===== src/common/breakout_pkg.sv =====
// Geometry assumes a 160x120 frame buffer with 3-bit colour and coordinates below 256
package breakout_pkg;

	typedef logic [7:0] coord_t;
	typedef logic [2:0] colour_t;

	localparam int SCREEN_W = 160;
	localparam int SCREEN_H = 120;

	localparam int PADDLE_W = 16;
	localparam int PADDLE_H = 2;
	localparam coord_t PADDLE_X0 = 8'd76;
	localparam coord_t PADDLE_Y = 8'd110;
	localparam coord_t PADDLE_X_MAX = 8'd144;

	localparam coord_t BALL_X0 = 8'd80;
	localparam coord_t BALL_Y0 = 8'd108;

	localparam int BRICK_W = 8;
	localparam int BRICK_H = 2;
	localparam int BRICK_COUNT = 10;

	// Brick origins in index order
	localparam coord_t BRICK_X [BRICK_COUNT] = '{
		8'd15, 8'd45, 8'd75, 8'd105, 8'd135,
		8'd15, 8'd45, 8'd75, 8'd105, 8'd135
	};
	localparam coord_t BRICK_Y [BRICK_COUNT] = '{
		8'd30, 8'd30, 8'd30, 8'd30, 8'd30,
		8'd40, 8'd40, 8'd40, 8'd40, 8'd40
	};

	localparam int CEIL_STEP = 10;      // Field drop per miss
	localparam coord_t DEAD_LINE = 8'd108;

	localparam colour_t COL_BLACK = 3'b000;
	localparam colour_t COL_WHITE = 3'b111;
	localparam colour_t COL_GREEN = 3'b010;
	localparam colour_t COL_RED = 3'b100;

	typedef enum logic [3:0] {
		CLEAR,
		DRAW_PADDLE_INIT,
		DRAW_BALL_INIT,
		IDLE,
		ERASE_PADDLE,
		MOVE_PADDLE,
		DRAW_PADDLE,
		ERASE_BALL,
		STEP_BALL,
		DRAW_BALL,
		CHECK_BRICKS,
		DRAW_BRICKS,
		CHECK_WON,
		LOWER_CEIL,
		WON,
		DEAD
	} game_state_e;

endpackage


===== src/logic/frame_tick.sv =====
// Frame strobe every FRAME_CYCLES clocks and FRAME_CYCLES must be at least 2
`timescale 1ns/1ps

module frame_tick #(
	parameter int FRAME_CYCLES = 833334
) (
	input  logic CLOCK_50,
	input  logic reset,
	output logic frame
);

	localparam int CNT_W = $clog2(FRAME_CYCLES);

	logic [CNT_W-1:0] count;

	always_ff @(posedge CLOCK_50) begin
		if (reset) begin
			count <= CNT_W'(FRAME_CYCLES - 1);
			frame <= 1'b0;
		end else if (count == '0) begin
			count <= CNT_W'(FRAME_CYCLES - 1);  // Reload
			frame <= 1'b1;
		end else begin
			count <= count - 1'b1;
			frame <= 1'b0;
		end
	end

endmodule


===== src/ball/ball_motion.sv =====
// Ball speed is one or two pixels per step and a miss needs a ball_start to clear
`timescale 1ns/1ps

module ball_motion (
	input  logic                 CLOCK_50,
	input  logic                 reset,
	input  logic                 ball_start,
	input  logic                 ball_step,
	input  breakout_pkg::coord_t paddle_x,
	input  logic                 brick_hit_apply,
	input  logic                 hit_odd,
	input  logic [3:0]           hit_count,
	output breakout_pkg::coord_t ball_x,
	output breakout_pkg::coord_t ball_y,
	output logic                 ball_missed
);

	logic                 left;     // x direction
	logic                 down;     // y direction
	logic [3:0]           bounce;
	logic [1:0]           speed;
	logic [8:0]           x_sum;
	breakout_pkg::coord_t nx;
	breakout_pkg::coord_t ny;
	logic                 flip_x;
	logic                 flip_y;
	logic                 on_paddle;

	assign speed = 2'd1 + {1'b0, bounce[0]};
	assign x_sum = {1'b0, ball_x} + {7'd0, speed};

	always_comb begin
		flip_x = 1'b0;
		flip_y = 1'b0;
		if (left) begin
			if (ball_x <= {6'd0, speed}) begin
				nx = '0;
				flip_x = 1'b1;
			end else begin
				nx = ball_x - {6'd0, speed};
			end
		end else begin
			if (x_sum >= 9'(breakout_pkg::SCREEN_W - 1)) begin
				nx = 8'(breakout_pkg::SCREEN_W - 1);
				flip_x = 1'b1;
			end else begin
				nx = x_sum[7:0];
			end
		end
		if (!down) begin
			if (ball_y <= {6'd0, speed}) begin
				ny = '0;
				flip_y = 1'b1;     // Ceiling
			end else begin
				ny = ball_y - {6'd0, speed};
			end
		end else begin
			ny = ball_y + {6'd0, speed};
			flip_y = on_paddle;
		end
	end

	assign on_paddle = (ny >= breakout_pkg::PADDLE_Y - 8'd1)
		&& (ny <= breakout_pkg::PADDLE_Y + 8'd1)
		&& (nx >= paddle_x)
		&& (nx <= paddle_x + 8'(breakout_pkg::PADDLE_W - 1));

	always_ff @(posedge CLOCK_50) begin
		if (reset) begin
			ball_x <= breakout_pkg::BALL_X0;
			ball_y <= breakout_pkg::BALL_Y0;
			left <= 1'b0;
			down <= 1'b0;
			bounce <= '0;
			ball_missed <= 1'b0;
		end else if (ball_start) begin
			ball_x <= breakout_pkg::BALL_X0;  // Bounce count survives a miss
			ball_y <= breakout_pkg::BALL_Y0;
			left <= 1'b0;
			down <= 1'b0;
			ball_missed <= 1'b0;
		end else if (ball_step) begin
			ball_x <= nx;
			ball_y <= ny;
			left <= left ^ flip_x;
			down <= down ^ flip_y;
			ball_missed <= (ny >= breakout_pkg::SCREEN_H);
		end else if (brick_hit_apply) begin
			if (hit_odd)
				down <= ~down;
			bounce <= bounce + hit_count;  // Wraps at 16
		end
	end

endmodule


===== src/blocks/block_field.sv =====
// Hit results are only valid in the cycle after brick_check
`timescale 1ns/1ps

module block_field (
	input  logic                                  CLOCK_50,
	input  logic                                  reset,
	input  logic                                  field_start,
	input  logic                                  brick_check,
	input  breakout_pkg::coord_t                  ball_x,
	input  breakout_pkg::coord_t                  ball_y,
	input  breakout_pkg::coord_t                  ceil_y,
	output logic [breakout_pkg::BRICK_COUNT-1:0] alive,
	output logic                                  hit_odd,
	output logic [3:0]                            hit_count,
	output logic                                  all_clear,
	output logic                                  reached_line
);

	logic [breakout_pkg::BRICK_COUNT-1:0] hit;
	logic [breakout_pkg::BRICK_COUNT-1:0] too_low;
	logic [3:0]                           n_hits;

	for (genvar i = 0; i < breakout_pkg::BRICK_COUNT; i++) begin : g_brick
		logic [8:0] top;     // Screen row of the brick
		logic [8:0] left_x;

		assign top = {1'b0, breakout_pkg::BRICK_Y[i]} + {1'b0, ceil_y};
		assign left_x = {1'b0, breakout_pkg::BRICK_X[i]};
		assign hit[i] = alive[i]
			&& ({1'b0, ball_y} >= top)
			&& ({1'b0, ball_y} < top + 9'(breakout_pkg::BRICK_H))
			&& ({1'b0, ball_x} >= left_x)
			&& ({1'b0, ball_x} < left_x + 9'(breakout_pkg::BRICK_W));
		// Looks one ceiling step ahead
		assign too_low[i] = alive[i] && (top + 9'(breakout_pkg::CEIL_STEP)
			+ 9'(breakout_pkg::BRICK_H) > {1'b0, breakout_pkg::DEAD_LINE});
	end

	always_comb begin
		n_hits = '0;
		for (int i = 0; i < breakout_pkg::BRICK_COUNT; i++) begin
			n_hits = n_hits + {3'd0, hit[i]};
		end
	end

	always_ff @(posedge CLOCK_50) begin
		if (reset || field_start)
			alive <= '1;
		else if (brick_check)
			alive <= alive & ~hit;
	end

	always_ff @(posedge CLOCK_50) begin
		if (brick_check) begin
			hit_odd <= ^hit;
			hit_count <= n_hits;
		end
	end

	assign all_clear = ~|alive;
	assign reached_line = |too_low;

endmodule


===== src/logic/game_ctrl.sv =====
// Frame ticks outside IDLE are dropped and WON or DEAD hold until reset
`timescale 1ns/1ps

module game_ctrl (
	input  logic                                  CLOCK_50,
	input  logic                                  reset,
	input  logic                                  frame,
	input  logic                                  btn_left,
	input  logic                                  btn_right,
	input  breakout_pkg::coord_t                  ball_x,
	input  breakout_pkg::coord_t                  ball_y,
	input  logic                                  ball_missed,
	input  logic [breakout_pkg::BRICK_COUNT-1:0] alive,
	input  logic                                  all_clear,
	input  logic                                  reached_line,
	output logic                                  ball_start,
	output logic                                  ball_step,
	output breakout_pkg::coord_t                  paddle_x,
	output logic                                  field_start,
	output logic                                  brick_check,
	output logic                                  brick_hit_apply,
	output breakout_pkg::coord_t                  ceil_y,
	output breakout_pkg::coord_t                  pixel_x,
	output breakout_pkg::coord_t                  pixel_y,
	output breakout_pkg::colour_t                 pixel_colour,
	output logic                                  pixel_valid,
	output logic                                  won,
	output logic                                  dead
);

	localparam int PADDLE_LAST = breakout_pkg::PADDLE_W * breakout_pkg::PADDLE_H - 1;
	localparam int BRICKS_LAST = breakout_pkg::BRICK_COUNT * breakout_pkg::BRICK_W
		* breakout_pkg::BRICK_H - 1;

	breakout_pkg::game_state_e state;
	logic [14:0]               cnt;         // {row, col} while rastering
	logic [14:0]               raster_next;
	logic                      raster_last;
	logic                      paddle_last;
	logic [3:0]                brick_idx;
	breakout_pkg::coord_t      wr_x;
	breakout_pkg::coord_t      wr_y;
	breakout_pkg::colour_t     wr_col;
	logic                      wr_en;

	assign raster_next = (cnt[7:0] == 8'(breakout_pkg::SCREEN_W - 1))
		? {cnt[14:8] + 7'd1, 8'd0} : cnt + 15'd1;
	assign raster_last = (cnt[14:8] == 7'(breakout_pkg::SCREEN_H - 1))
		&& (cnt[7:0] == 8'(breakout_pkg::SCREEN_W - 1));
	assign paddle_last = (cnt == 15'(PADDLE_LAST));
	assign brick_idx = cnt[7:4];
	assign won = (state == breakout_pkg::WON);
	assign dead = (state == breakout_pkg::DEAD);

	always_comb begin
		wr_en = 1'b0;
		wr_x = cnt[7:0];
		wr_y = {1'b0, cnt[14:8]};
		wr_col = breakout_pkg::COL_BLACK;
		case (state)
			breakout_pkg::CLEAR: wr_en = 1'b1;
			breakout_pkg::WON, breakout_pkg::DEAD: begin
				wr_en = (cnt[14:8] < 7'(breakout_pkg::SCREEN_H));
				wr_col = won ? breakout_pkg::COL_GREEN : breakout_pkg::COL_RED;
			end
			breakout_pkg::DRAW_PADDLE_INIT, breakout_pkg::ERASE_PADDLE,
			breakout_pkg::DRAW_PADDLE: begin
				wr_en = 1'b1;
				wr_x = paddle_x + {4'd0, cnt[3:0]};
				wr_y = breakout_pkg::PADDLE_Y + {7'd0, cnt[4]};
				if (state != breakout_pkg::ERASE_PADDLE)
					wr_col = breakout_pkg::COL_WHITE;
			end
			breakout_pkg::DRAW_BALL_INIT, breakout_pkg::ERASE_BALL,
			breakout_pkg::DRAW_BALL: begin
				wr_en = (state != breakout_pkg::DRAW_BALL) || !ball_missed;
				wr_x = ball_x;
				wr_y = ball_y;
				if (state != breakout_pkg::ERASE_BALL)
					wr_col = breakout_pkg::COL_WHITE;
			end
			breakout_pkg::DRAW_BRICKS: begin
				wr_en = 1'b1;
				wr_x = breakout_pkg::BRICK_X[brick_idx] + {5'd0, cnt[2:0]};
				wr_y = breakout_pkg::BRICK_Y[brick_idx] + ceil_y + {7'd0, cnt[3]};
				wr_col = alive[brick_idx] ? breakout_pkg::COL_GREEN : breakout_pkg::COL_BLACK;
			end
			default: ;
		endcase
	end

	always_ff @(posedge CLOCK_50) begin
		pixel_x <= wr_x;
		pixel_y <= wr_y;
		pixel_colour <= wr_col;
	end

	always_ff @(posedge CLOCK_50) begin
		pixel_valid <= 1'b0;
		ball_start <= 1'b0;
		ball_step <= 1'b0;
		field_start <= 1'b0;
		brick_check <= 1'b0;
		brick_hit_apply <= 1'b0;
		if (reset) begin
			state <= breakout_pkg::CLEAR;
			cnt <= '0;
			paddle_x <= breakout_pkg::PADDLE_X0;
			ceil_y <= '0;
		end else begin
			pixel_valid <= wr_en;
			case (state)
				breakout_pkg::CLEAR: begin
					cnt <= raster_next;
					if (raster_last) begin
						cnt <= '0;
						ball_start <= 1'b1;
						field_start <= (ceil_y == '0);  // First round only
						paddle_x <= breakout_pkg::PADDLE_X0;
						state <= breakout_pkg::DRAW_PADDLE_INIT;
					end
				end
				breakout_pkg::DRAW_PADDLE_INIT: begin
					cnt <= paddle_last ? '0 : cnt + 15'd1;
					if (paddle_last)
						state <= breakout_pkg::DRAW_BALL_INIT;
				end
				breakout_pkg::DRAW_BALL_INIT: state <= breakout_pkg::IDLE;
				breakout_pkg::IDLE: begin
					if (frame)
						state <= breakout_pkg::ERASE_PADDLE;
				end
				breakout_pkg::ERASE_PADDLE: begin
					cnt <= paddle_last ? '0 : cnt + 15'd1;
					if (paddle_last)
						state <= breakout_pkg::MOVE_PADDLE;
				end
				breakout_pkg::MOVE_PADDLE: begin
					if (btn_right) begin
						if (paddle_x < breakout_pkg::PADDLE_X_MAX)
							paddle_x <= paddle_x + 8'd1;
					end else if (btn_left && paddle_x > 8'd0) begin
						paddle_x <= paddle_x - 8'd1;
					end
					state <= breakout_pkg::DRAW_PADDLE;
				end
				breakout_pkg::DRAW_PADDLE: begin
					cnt <= paddle_last ? '0 : cnt + 15'd1;
					if (paddle_last)
						state <= breakout_pkg::ERASE_BALL;
				end
				breakout_pkg::ERASE_BALL: begin
					ball_step <= 1'b1;
					state <= breakout_pkg::STEP_BALL;
				end
				breakout_pkg::STEP_BALL: state <= breakout_pkg::DRAW_BALL;  // Wait for new position
				breakout_pkg::DRAW_BALL: begin
					if (ball_missed) begin
						state <= breakout_pkg::LOWER_CEIL;
					end else begin
						brick_check <= 1'b1;
						state <= breakout_pkg::CHECK_BRICKS;
					end
				end
				breakout_pkg::CHECK_BRICKS: begin
					brick_hit_apply <= 1'b1;
					state <= breakout_pkg::DRAW_BRICKS;
				end
				breakout_pkg::DRAW_BRICKS: begin
					cnt <= cnt + 15'd1;
					if (cnt == 15'(BRICKS_LAST)) begin
						cnt <= '0;
						state <= breakout_pkg::CHECK_WON;
					end
				end
				breakout_pkg::CHECK_WON:
					state <= all_clear ? breakout_pkg::WON : breakout_pkg::IDLE;
				breakout_pkg::LOWER_CEIL: begin
					ceil_y <= ceil_y + 8'(breakout_pkg::CEIL_STEP);
					state <= reached_line ? breakout_pkg::DEAD : breakout_pkg::CLEAR;
				end
				breakout_pkg::WON, breakout_pkg::DEAD: begin
					if (cnt[14:8] < 7'(breakout_pkg::SCREEN_H))
						cnt <= raster_next;  // Single fill then hold
				end
			endcase
		end
	end

endmodule


===== src/logic/breakout_top.sv =====
// Pixel writes have no back-pressure so the frame buffer must take one per clock
`timescale 1ns/1ps

module breakout_top #(
	parameter int FRAME_CYCLES = 833334
) (
	input  logic                  CLOCK_50,
	input  logic                  reset,
	input  logic                  btn_left,
	input  logic                  btn_right,
	output breakout_pkg::coord_t  pixel_x,
	output breakout_pkg::coord_t  pixel_y,
	output breakout_pkg::colour_t pixel_colour,
	output logic                  pixel_valid,
	output logic                  won,
	output logic                  dead
);

	logic                                  frame;
	logic                                  ball_start;
	logic                                  ball_step;
	logic                                  ball_missed;
	breakout_pkg::coord_t                  ball_x;
	breakout_pkg::coord_t                  ball_y;
	breakout_pkg::coord_t                  paddle_x;
	breakout_pkg::coord_t                  ceil_y;
	logic                                  field_start;
	logic                                  brick_check;
	logic                                  brick_hit_apply;
	logic [breakout_pkg::BRICK_COUNT-1:0] alive;
	logic                                  hit_odd;
	logic [3:0]                            hit_count;
	logic                                  all_clear;
	logic                                  reached_line;

	frame_tick #(
		.FRAME_CYCLES(FRAME_CYCLES)
	) i_frame_tick (
		.CLOCK_50(CLOCK_50),
		.reset(reset),
		.frame(frame)
	);

	ball_motion i_ball_motion (
		.CLOCK_50(CLOCK_50),
		.reset(reset),
		.ball_start(ball_start),
		.ball_step(ball_step),
		.paddle_x(paddle_x),
		.brick_hit_apply(brick_hit_apply),
		.hit_odd(hit_odd),
		.hit_count(hit_count),
		.ball_x(ball_x),
		.ball_y(ball_y),
		.ball_missed(ball_missed)
	);

	block_field i_block_field (
		.CLOCK_50(CLOCK_50),
		.reset(reset),
		.field_start(field_start),
		.brick_check(brick_check),
		.ball_x(ball_x),
		.ball_y(ball_y),
		.ceil_y(ceil_y),
		.alive(alive),
		.hit_odd(hit_odd),
		.hit_count(hit_count),
		.all_clear(all_clear),
		.reached_line(reached_line)
	);

	game_ctrl i_game_ctrl (
		.CLOCK_50(CLOCK_50),
		.reset(reset),
		.frame(frame),
		.btn_left(btn_left),
		.btn_right(btn_right),
		.ball_x(ball_x),
		.ball_y(ball_y),
		.ball_missed(ball_missed),
		.alive(alive),
		.all_clear(all_clear),
		.reached_line(reached_line),
		.ball_start(ball_start),
		.ball_step(ball_step),
		.paddle_x(paddle_x),
		.field_start(field_start),
		.brick_check(brick_check),
		.brick_hit_apply(brick_hit_apply),
		.ceil_y(ceil_y),
		.pixel_x(pixel_x),
		.pixel_y(pixel_y),
		.pixel_colour(pixel_colour),
		.pixel_valid(pixel_valid),
		.won(won),
		.dead(dead)
	);

endmodule


===== config.mk =====
export PLATFORM = sky130hd
export DESIGN_NAME = breakout_top
export DESIGN_NICKNAME = d
export VERILOG_FILES = /design/src/common/breakout_pkg.sv /design/src/logic/frame_tick.sv /design/src/ball/ball_motion.sv /design/src/blocks/block_field.sv /design/src/logic/game_ctrl.sv /design/src/logic/breakout_top.sv
export SDC_FILE = /design/constraint.sdc
export NUM_CORES = 1
export LEC_CHECK = 0
export ABC_AREA = 1
export BUFFER_PORTS_ARGS = -buffer_cell sky130_fd_sc_hd__buf_2
export CORE_UTILIZATION = 30
export CTS_CLUSTER_DIAMETER = 150
export DETAILED_ROUTE_END_ITERATION = 6
export GPL_TIMING_DRIVEN = 0
export PLACE_DENSITY_LB_ADDON = 0.08
export SLEW_MARGIN = 30
export SYNTH_ARGS = -nofsm -noshare
export SYNTH_HDL_FRONTEND = slang
export SYNTH_SLANG_ARGS = --single-unit

===== constraint.sdc =====
create_clock -name CLOCK_50 -period 6.36 [get_ports CLOCK_50]
set_clock_uncertainty 0.2 [all_clocks]
set_input_delay 0.318 -clock CLOCK_50 [delete_from_list [all_inputs] [get_ports CLOCK_50]]
set_output_delay 0.318 -clock CLOCK_50 [all_outputs]
set_load 0.01 [all_outputs]

==> metrics.yaml, run 1 <==
synth_flop_cell: "sky130_fd_sc_hd__dfxtp_1"
via_count_of_the_first_global_routing_pass: 8243
tns_ns: 0
tritoncts.num_buffers: 9
synth_top_area_cells: "sky130_fd_sc_hd__dfxtp_1 (25%), sky130_fd_sc_hd__ha_1 (12%), sky130_fd_sc_hd__nand2_1 (11%)"
setup.worst_path.class: "flop to flop"
antenna_found_initial: 0
asyncSetResetFlopFracSynth_pct: 0
std_cell_rows: 62
layout-area-overhead-vs-synth_pct: 10.2
core_area_um2: 29000
clockBufferDepth: 2
dp_hpwl_um: 22300
min_path_cells: 3
final-max-slew-violation-count: 0
timing.critical_path.from_type: "flop"
worst_ir_drop_vdd_mv: 0.129
power-per-cell-area_nw_per_um2: 210
timing.max_slew.rel_slack_pct: 44.1
status: "finished clean"
synth.largest_area_cell: "sky130_fd_sc_hd__dfxtp_1"
buffer_ports.inserted: 25
post_cts_buffers: 0
transition_time_at_the_pin_with_the_least_slew_margin_ns: 0.830
htreeDepth: 3
yosysTopAreaCellShare_pct: 24.6
yosys_warnings: 0
fmax_mhz: 222
drt-total-wl_um: 27800
cts_root_buffer: "sky130_fd_sc_hd__clkbuf_16"
maxCapViolations: 0
count_of_endpoints_failing_setup_in_the_final_report: 0
first_iter_violations: 562
routabilityCongestion: 0.879
final_layout_size_suffix_gt1_share_pct: 7.27
finalInstanceArea_um2: 9850
vias_per_cell: 4.90
globalRouteOverflowTotal: 0
grt_start_max_net_pins: 23
cellLeakagePower_nw: 4.53
vias: 8556
most-common-layout-cells: "sky130_fd_sc_hd__nand2_1 (266), sky130_fd_sc_hd__inv_1 (181), sky130_fd_sc_hd__nor2_1 (129)"
grt_first_pass_wirelength_um: 44500
final_period_minus_worst_setup_slack_ns: 4.51
clock-sinks: 112
floorplan.io_pins: 26
area_of_placed_instances_um2: 9540
timing_hold_violations_final: 0
worst-endpoint-required_ns: 6.39
fillers: 3202
reg2regPathDepth: 20
die-area_um2: 30500
worstHoldPathType: "primary input to flop"
final_net_count: 1457
timing.final.crit_share_pct: 71.0
worst_setup_hold_path_clk_slew_ns: 0.09
crit_arrival_ns: 4.54
cts_tree: "done"
insertion_delay_ns: 0.37
drcViolationCount: 0
initial_utilization_pct: 30.8
die-width_um: 175
ys_seq_elements: 112
cts-resized-gates: 0
crit_path_max_fanout: 10
synthCells: 1321
synth-edff-count: 2
final_common_cell: "sky130_fd_sc_hd__nand2_1"
cts-hold-fix-buffers: 0
synth_area_per_cell_um2: 6.76
setup.worst_path.end_class: "flop"
seq_area_frac_synth_pct: 25.3
setup_repair_after_global_routing_missed_its_margin: "false"
yosys.cell_types.count: 55
chipHeight_um: 175
routed_wire_length_per_instance_um: 15.9
synth_fp_nets: 1421
overall_fraction_of_global_route_tracks_in_use_pct: 18.6
post_synth_instance_area_um2: 8930
detail_route.first_pass.iterations: 5
antenna_cells: 0
antenna_violating_nets_left: 0
synthesized netlist by cell type (3+ instances only):
master                        n
sky130_fd_sc_hd__o211ai_1    10
sky130_fd_sc_hd__buf_2        9
sky130_fd_sc_hd__nand3b_1     3
sky130_fd_sc_hd__nor2_4       3
sky130_fd_sc_hd__nand3_2      4
sky130_fd_sc_hd__o2111ai_1    4
sky130_fd_sc_hd__inv_2       14
sky130_fd_sc_hd__xnor2_1     14
sky130_fd_sc_hd__clkbuf_1    11
sky130_fd_sc_hd__xor2_1      40
sky130_fd_sc_hd__nor2_2       5
sky130_fd_sc_hd__fa_1         8
sky130_fd_sc_hd__nor3_1      28
sky130_fd_sc_hd__o221ai_1    10
sky130_fd_sc_hd__o22ai_1      8
sky130_fd_sc_hd__a21oi_1    103
sky130_fd_sc_hd__nor2_1     129
sky130_fd_sc_hd__o21bai_1     3
sky130_fd_sc_hd__nand4_1     12
sky130_fd_sc_hd__nand2_2      6
sky130_fd_sc_hd__nand3_1     85
sky130_fd_sc_hd__o31ai_1     10
sky130_fd_sc_hd__o21ai_0     97
sky130_fd_sc_hd__nor4_1       3
sky130_fd_sc_hd__o21ai_1      6
sky130_fd_sc_hd__a22oi_1      6
sky130_fd_sc_hd__dfxtp_1    110
sky130_fd_sc_hd__a211oi_1     4
sky130_fd_sc_hd__inv_1      181
sky130_fd_sc_hd__nand2_1    266
sky130_fd_sc_hd__a31oi_1      6
sky130_fd_sc_hd__or2_2        4
sky130_fd_sc_hd__ha_1        88
critical path: stages (launching register included):
cell and delay, ns:
sky130_fd_sc_hd__dfxtp_1 0.49, sky130_fd_sc_hd__inv_1 0.27, sky130_fd_sc_hd__ha_1 0.29, sky130_fd_sc_hd__fa_1 0.42
sky130_fd_sc_hd__inv_1 0.07, sky130_fd_sc_hd__nor2_1 0.04, sky130_fd_sc_hd__inv_1 0.12, sky130_fd_sc_hd__o21ai_0 0.09
sky130_fd_sc_hd__o21ai_1 0.11, sky130_fd_sc_hd__nor3b_1 0.22, sky130_fd_sc_hd__o31ai_1 0.14, sky130_fd_sc_hd__nand3_2 0.16
sky130_fd_sc_hd__o211ai_1 0.27, sky130_fd_sc_hd__ha_1 0.38, sky130_fd_sc_hd__nand2_1 0.05, sky130_fd_sc_hd__nor2_1 0.11
sky130_fd_sc_hd__nand3_1 0.07, sky130_fd_sc_hd__o21ai_0 0.46, sky130_fd_sc_hd__nand4_1 0.14, sky130_fd_sc_hd__o21ai_0 0.19
sky130_fd_sc_hd__a21oi_1 0.08
worst paths after layout:
check	from	to	slack, ns
setup reg to reg	i_ball_motion.bounce[0]$_SDFFE_PP0P_	i_ball_motion.down$_SDFFE_PP0P_	1.85
setup / recovery	i_ball_motion.bounce[0]$_SDFFE_PP0P_	i_ball_motion.down$_SDFFE_PP0P_	1.85
hold / removal	reset	i_ball_motion.ball_y[3]$_SDFFE_PP1P_	0.19
hold reg to reg	i_frame_tick.count[0]$_SDFF_PP1_	i_frame_tick.count[0]$_SDFF_PP1_	0.22
sequential cells by signal, summed over array words and instances, names as in the netlist, 8 cells and up:
signal,flops
i_ball_motion.ball_x,8
i_ball_motion.ball_y,8
i_block_field.alive,10
i_frame_tick.count,20
i_game_ctrl.cnt,15
i_game_ctrl.paddle_x,8
i_game_ctrl.pixel_x,8
i_game_ctrl.pixel_y,8
report_power, final:
| group | total [mW] | internal (mW) | leakage [nW] | switching [mW] |
|---|---|---|---|---|
| Combinational | 0.625 | 0.214 | 3.47 | 0.410 |
| Clock | 0.600 | 0.284 | 0.150 | 0.316 |
| Sequential | 0.847 | 0.775 | 0.909 | 0.0726 |
| Total | 2.07 | 1.27 | 4.53 | 0.799 |
layout make-up:
class	instances	area, um^2	share of cell area, %
Multi-Input combinational cell	991	5830	59.2
Timing Repair Buffer	25	125	1.27
Clock inverter	7	81.3	0.826
Sequential cell	112	2260	23.0
Buffer	22	105	1.07
Inverter	196	736	7.47
Clock buffer	9	225	2.29
Tap cell	384	480	4.88
logic make-up (layout without fill, tap and decap cells):
logic type | count (synthesis) | after routing | synth area share, %
simple gates | 559 | 559 | 27.6
compound gates | 282 | 282 | 18.3
buf+inv | 218 | 259 | 9.41
flops | 112 | 112 | 25.3
fa+ha+maj | 96 | 96 | 14.1
xor+xnor | 54 | 54 | 5.29
stage by stage:
stage | std cells | total power [mW] | util (%) | setup WS (ns) | hold slack, ns
after CTS | 1746 | 2.11 | 33.9 | 1.85 | 0.178
after floorplan | 1321 | 1.27 | - | 2.94 | 0.179
after detailed placement | 1730 | 1.49 | 32.9 | 1.88 | 0.200
final | 1746 | 2.07 | 33.9 | 1.85 | 0.188
after global placement | 1730 | 1.50 | 32.9 | 1.92 | 0.196
after global routing | 1746 | 2.21 | 33.9 | 1.55 | 0.244
routing by layer:
| layer | global-route usage [%] | part of all wire [%] |
|---|---|---|
| met1 | 26.2 | 50 |
| met2 | 30.1 | 45 |
| met3 | 2.09 | 3.3 |
| met4 | 4.35 | 1.2 |
| met5 | 0 | 0 |
Power figures use the tool's default switching activity.
==> run 2: changes to the inputs <==
--- a/config.mk
+++ b/config.mk
@@ -5,7 +5,7 @@
 export SDC_FILE = /design/constraint.sdc
 export NUM_CORES = 1
 export LEC_CHECK = 0
-export ABC_AREA = 1
+export ABC_AREA = 0
 export BUFFER_PORTS_ARGS = -buffer_cell sky130_fd_sc_hd__buf_2
 export CORE_UTILIZATION = 30
 export CTS_CLUSTER_DIAMETER = 150
==> constraint.sdc (replaced) <==
create_clock -name CLOCK_50 -period 4.45 [get_ports CLOCK_50]
set_clock_uncertainty 0.2 [all_clocks]
set_input_delay 0.2225 -clock CLOCK_50 [delete_from_list [all_inputs] [get_ports CLOCK_50]]
set_output_delay 0.2225 -clock CLOCK_50 [all_outputs]
set_load 0.01 [all_outputs]
==> run 2 against run 1 <==
Against the previous run: utilization is 0.17 points lower; die area is 1.4% higher; design area is 1.7% higher; via count is 3.3% lower; critical path type unchanged.
==> metrics.yaml, run 2 <==
status: "finished clean"
cts-hold-fix-buffers: 0
synthCells: 1126
chipHeight_um: 176
tns_ns: 0
drt-total-wl_um: 29200
post-place-cells: 1540
dp_hpwl_um: 22500
synth_fp_nets: 1226
synth-edff-count: 2
timing.critical_path.from_type: "flop"
worst_setup_hold_path_clk_slew_ns: 0.09
hold_endpoint: "i_frame_tick.count[0]$_SDFF_PP1_"
crit_arrival_ns: 4.21
routabilityCongestion: 0.799
timing.hold.worst.start: "i_frame_tick.count[0]$_SDFF_PP1_"
power-per-cell-area_nw_per_um2: 274
worst_ir_drop_vdd_mv: 0.194
switching_share_pct: 36.1
cts_root_buffer: "sky130_fd_sc_hd__clkbuf_16"
count_of_endpoints_failing_setup_in_the_final_report: 0
floorplan.io_pins: 26
yosys.cell_types.count: 94
transition_time_at_the_pin_with_the_least_slew_margin_ns: 0.933
synth.largest_area_cell: "sky130_fd_sc_hd__dfxtp_1"
yosys.cell_count.top_type: "sky130_fd_sc_hd__dfxtp_1"
biggestRegsByFlops: "i_frame_tick.count: 20 flops, i_game_ctrl.cnt: 15 flops, i_block_field.alive: 10 flops"
globalRouteOverflowTotal: 0
antenna_found_initial: 0
cell_internal_pwr_mw: 1.75
seqPwrFrac_pct: 41.1
most-common-layout-cells: "sky130_fd_sc_hd__dfxtp_1 (108), sky130_fd_sc_hd__nand2_1 (100), sky130_fd_sc_hd__nor2_1 (98)"
grt_first_pass_wirelength_um: 46700
worst-endpoint-required_ns: 4.48
seq_area_frac_synth_pct: 25.0
synth_top_area_cells: "sky130_fd_sc_hd__dfxtp_1 (24%), sky130_fd_sc_hd__ha_1 (12%), sky130_fd_sc_hd__xnor2_1 (4.4%)"
routed_wire_length_per_instance_um: 18.8
post_synth_instance_area_um2: 9060
core_area_um2: 29600
vias: 8277
final_net_count: 1262
final_layout_size_suffix_gt1_share_pct: 9.68
timing_hold_violations_final: 0
overall_fraction_of_global_route_tracks_in_use_pct: 19.5
layout-area-overhead-vs-synth_pct: 10.5
die-area_um2: 30900
finish.cell_count_without_fillers: 1558
timing.max_slew.rel_slack_pct: 37.8
cellLeakagePower_nw: 3.87
power.net_switching_uw: 992
synth_area_per_cell_um2: 8.05
synth_flop_cell: "sky130_fd_sc_hd__dfxtp_1"
setup_repair_after_global_routing_missed_its_margin: "false"
worstHoldPathType: "flop to flop"
timing.rr.start: "i_ball_motion.bounce[0]$_SDFFE_PP0P_"
post_synth_most_frequent_cells: "sky130_fd_sc_hd__dfxtp_1 (110), sky130_fd_sc_hd__nand2_1 (100), sky130_fd_sc_hd__nor2_1 (98)"
initial_utilization_pct: 30.6
largest_register: "i_frame_tick.count"
final_common_cell: "sky130_fd_sc_hd__dfxtp_1"
p_clk_share_pct: 31.2
insertion_delay_ns: 0.37
power.combinational.fraction_pct: 27.8
setup.worst_path.end_class: "flop"
setup.worst_path.class: "flop to flop"
vias_per_cell: 5.31
fmax_mhz: 239
largest_reg_flops: 20
area_of_placed_instances_um2: 9670
std_cell_rows: 63
asyncSetResetFlopFracSynth_pct: 0
min_path_cells: 1
tritoncts.num_buffers: 9
die-width_um: 176
rr_endpoint: "i_ball_motion.down$_SDFFE_PP0P_"
clockBufferDepth: 2
final-max-slew-violation-count: 0
ys_seq_elements: 112
cts_tree: "done"
yosysTopAreaCellShare_pct: 24.3
final_period_minus_worst_setup_slack_ns: 4.18
grt_start_max_net_pins: 22
first_iter_violations: 519
drcViolationCount: 0
buffer_ports.inserted: 24
detail_route.first_pass.iterations: 6
crit_path_max_fanout: 6
via_count_of_the_first_global_routing_pass: 8134
clock-sinks: 112
reg2reg_setup_slack_ns: 0.27
finalInstanceArea_um2: 10000
antenna_violating_nets_left: 0
htreeDepth: 3
timing.final.crit_share_pct: 94.0
yosys_warnings: 0
maxCapViolations: 0
fillers: 3219
reg2regPathDepth: 17
==> run 2: changes by cell type in the layout (fill, tap and decap cells not counted), moves of 14 or more <==
cell and delta:
sky130_fd_sc_hd__inv_2 -14, sky130_fd_sc_hd__nor2_1 -31, sky130_fd_sc_hd__nor2b_1 +17, sky130_fd_sc_hd__or3_1 +18
sky130_fd_sc_hd__clkbuf_1 +14, sky130_fd_sc_hd__xnor2_1 +31, sky130_fd_sc_hd__nand2b_1 +19, sky130_fd_sc_hd__inv_1 -121
sky130_fd_sc_hd__a21oi_1 -37, sky130_fd_sc_hd__nand2_1 -166, sky130_fd_sc_hd__nand3_1 -53, sky130_fd_sc_hd__o21ai_0 -40
==> run 2: layout make-up <==
| type | count | area, um^2 | share of cell area [%] |
|---|---|---|---|
| multi-input cells | 900 | 6340 | 63.4 |
| clock inverters | 7 | 72.6 | 0.725 |
| flip-flops and latches | 112 | 2270 | 22.6 |
| repair buffers | 25 | 128 | 1.27 |
| diodes | 1 | 2.50 | 0.0250 |
| clock buffers | 9 | 225 | 2.25 |
| plain buffers | 53 | 249 | 2.49 |
| inverters | 61 | 233 | 2.32 |
| well taps | 390 | 488 | 4.88 |
==> run 2: timing repair <==
| item | 4_1_cts | 5_1_grt |
|---|---|---|
| pin swaps | 0 | 0 |
| buffers inserted | 0 | 1 |
| setup endpoints to repair | 4 | 5 |
| gates resized for setup | 4 | 7 |
==> run 2: power groups by stage <==
stage,registers [mW],clock network [mW],logic [mW]
2_1_floorplan,1.17,0,0.473
3_3_place_gp,1.15,0,0.766
3_5_place_dp,1.15,0,0.756
4_1_cts,1.13,0.892,0.761
5_1_grt,1.14,0.926,0.840
6_report,1.13,0.856,0.762
==> run 2: metal layers <==
layer	vias up	share of wire [%]	wire (um)	track usage, %
met5	-	0	0	0
met4	0	1.7	507	5.47
met3	23	3.6	1060	2.21
met2	163	45	13100	31.2
met1	3908	50	14500	27.6
li1	4183	-	-	-
==> run 2: per-stage QoR <==
step / hold slack [ns] / util [%] / power, mW / worst slack, ns
3_5_place_dp: 0.207 / 32.6 / 1.91 / -0.249
4_1_cts: 0.214 / 33.7 / 2.78 / 0.0266
3_3_place_gp: 0.205 / 32.6 / 1.92 / -0.208
5_1_grt: 0.246 / 33.8 / 2.90 / 0.0125
2_1_floorplan: 0.184 / - / 1.64 / 0.672
6_report: 0.220 / 33.8 / 2.75 / 0.268
==> run 2: logic make-up after synthesis <==
group,synth area share (%)
AOI/OAI and AO/OA,22.7
xor gates and xnor gates,8.00
adders and majority gates,13.9
buffers and inverters,5.26
DFF,25.0
muxes,2.09
and+or+nand+nor,23.0
==> run 2: worst max path at each step <==
stage                                                    start                              endpoint  slack [ns]
after CTS                 i_ball_motion.bounce[0]$_SDFFE_PP0P_       i_ball_motion.down$_SDFFE_PP0P_        0.03
final                     i_ball_motion.bounce[0]$_SDFFE_PP0P_       i_ball_motion.down$_SDFFE_PP0P_        0.27
after global routing      i_ball_motion.ball_x[7]$_SDFFE_PP0P_       i_ball_motion.down$_SDFFE_PP0P_        0.01
after floorplan             i_game_ctrl.ceil_y[3]$_SDFFE_PP0P_  i_block_field.hit_count[0]$_DFFE_PP_        0.67
after global placement    i_ball_motion.bounce[0]$_SDFFE_PP0P_       i_ball_motion.down$_SDFFE_PP0P_       -0.21
after detailed placement  i_ball_motion.bounce[0]$_SDFFE_PP0P_       i_ball_motion.down$_SDFFE_PP0P_       -0.25
==> run 2: worst max-delay path, stage by stage (launching register included) <==
cell,delay [ns]
sky130_fd_sc_hd__dfxtp_4,0.43
sky130_fd_sc_hd__clkinvlp_4,0.15
sky130_fd_sc_hd__ha_1,0.22
sky130_fd_sc_hd__fa_1,0.50
sky130_fd_sc_hd__nand4_1,0.16
sky130_fd_sc_hd__nand2_1,0.06
sky130_fd_sc_hd__o2111a_1,0.19
sky130_fd_sc_hd__o22ai_1,0.22
sky130_fd_sc_hd__nand2_1,0.19
sky130_fd_sc_hd__nand2_1,0.19
sky130_fd_sc_hd__ha_1,0.26
sky130_fd_sc_hd__nor2b_1,0.13
sky130_fd_sc_hd__o21ai_0,0.13
sky130_fd_sc_hd__nand2b_1,0.07
sky130_fd_sc_hd__a21oi_1,0.19
sky130_fd_sc_hd__o21ai_0,0.20
sky130_fd_sc_hd__a2111oi_1,0.39
sky130_fd_sc_hd__a311oi_1,0.14
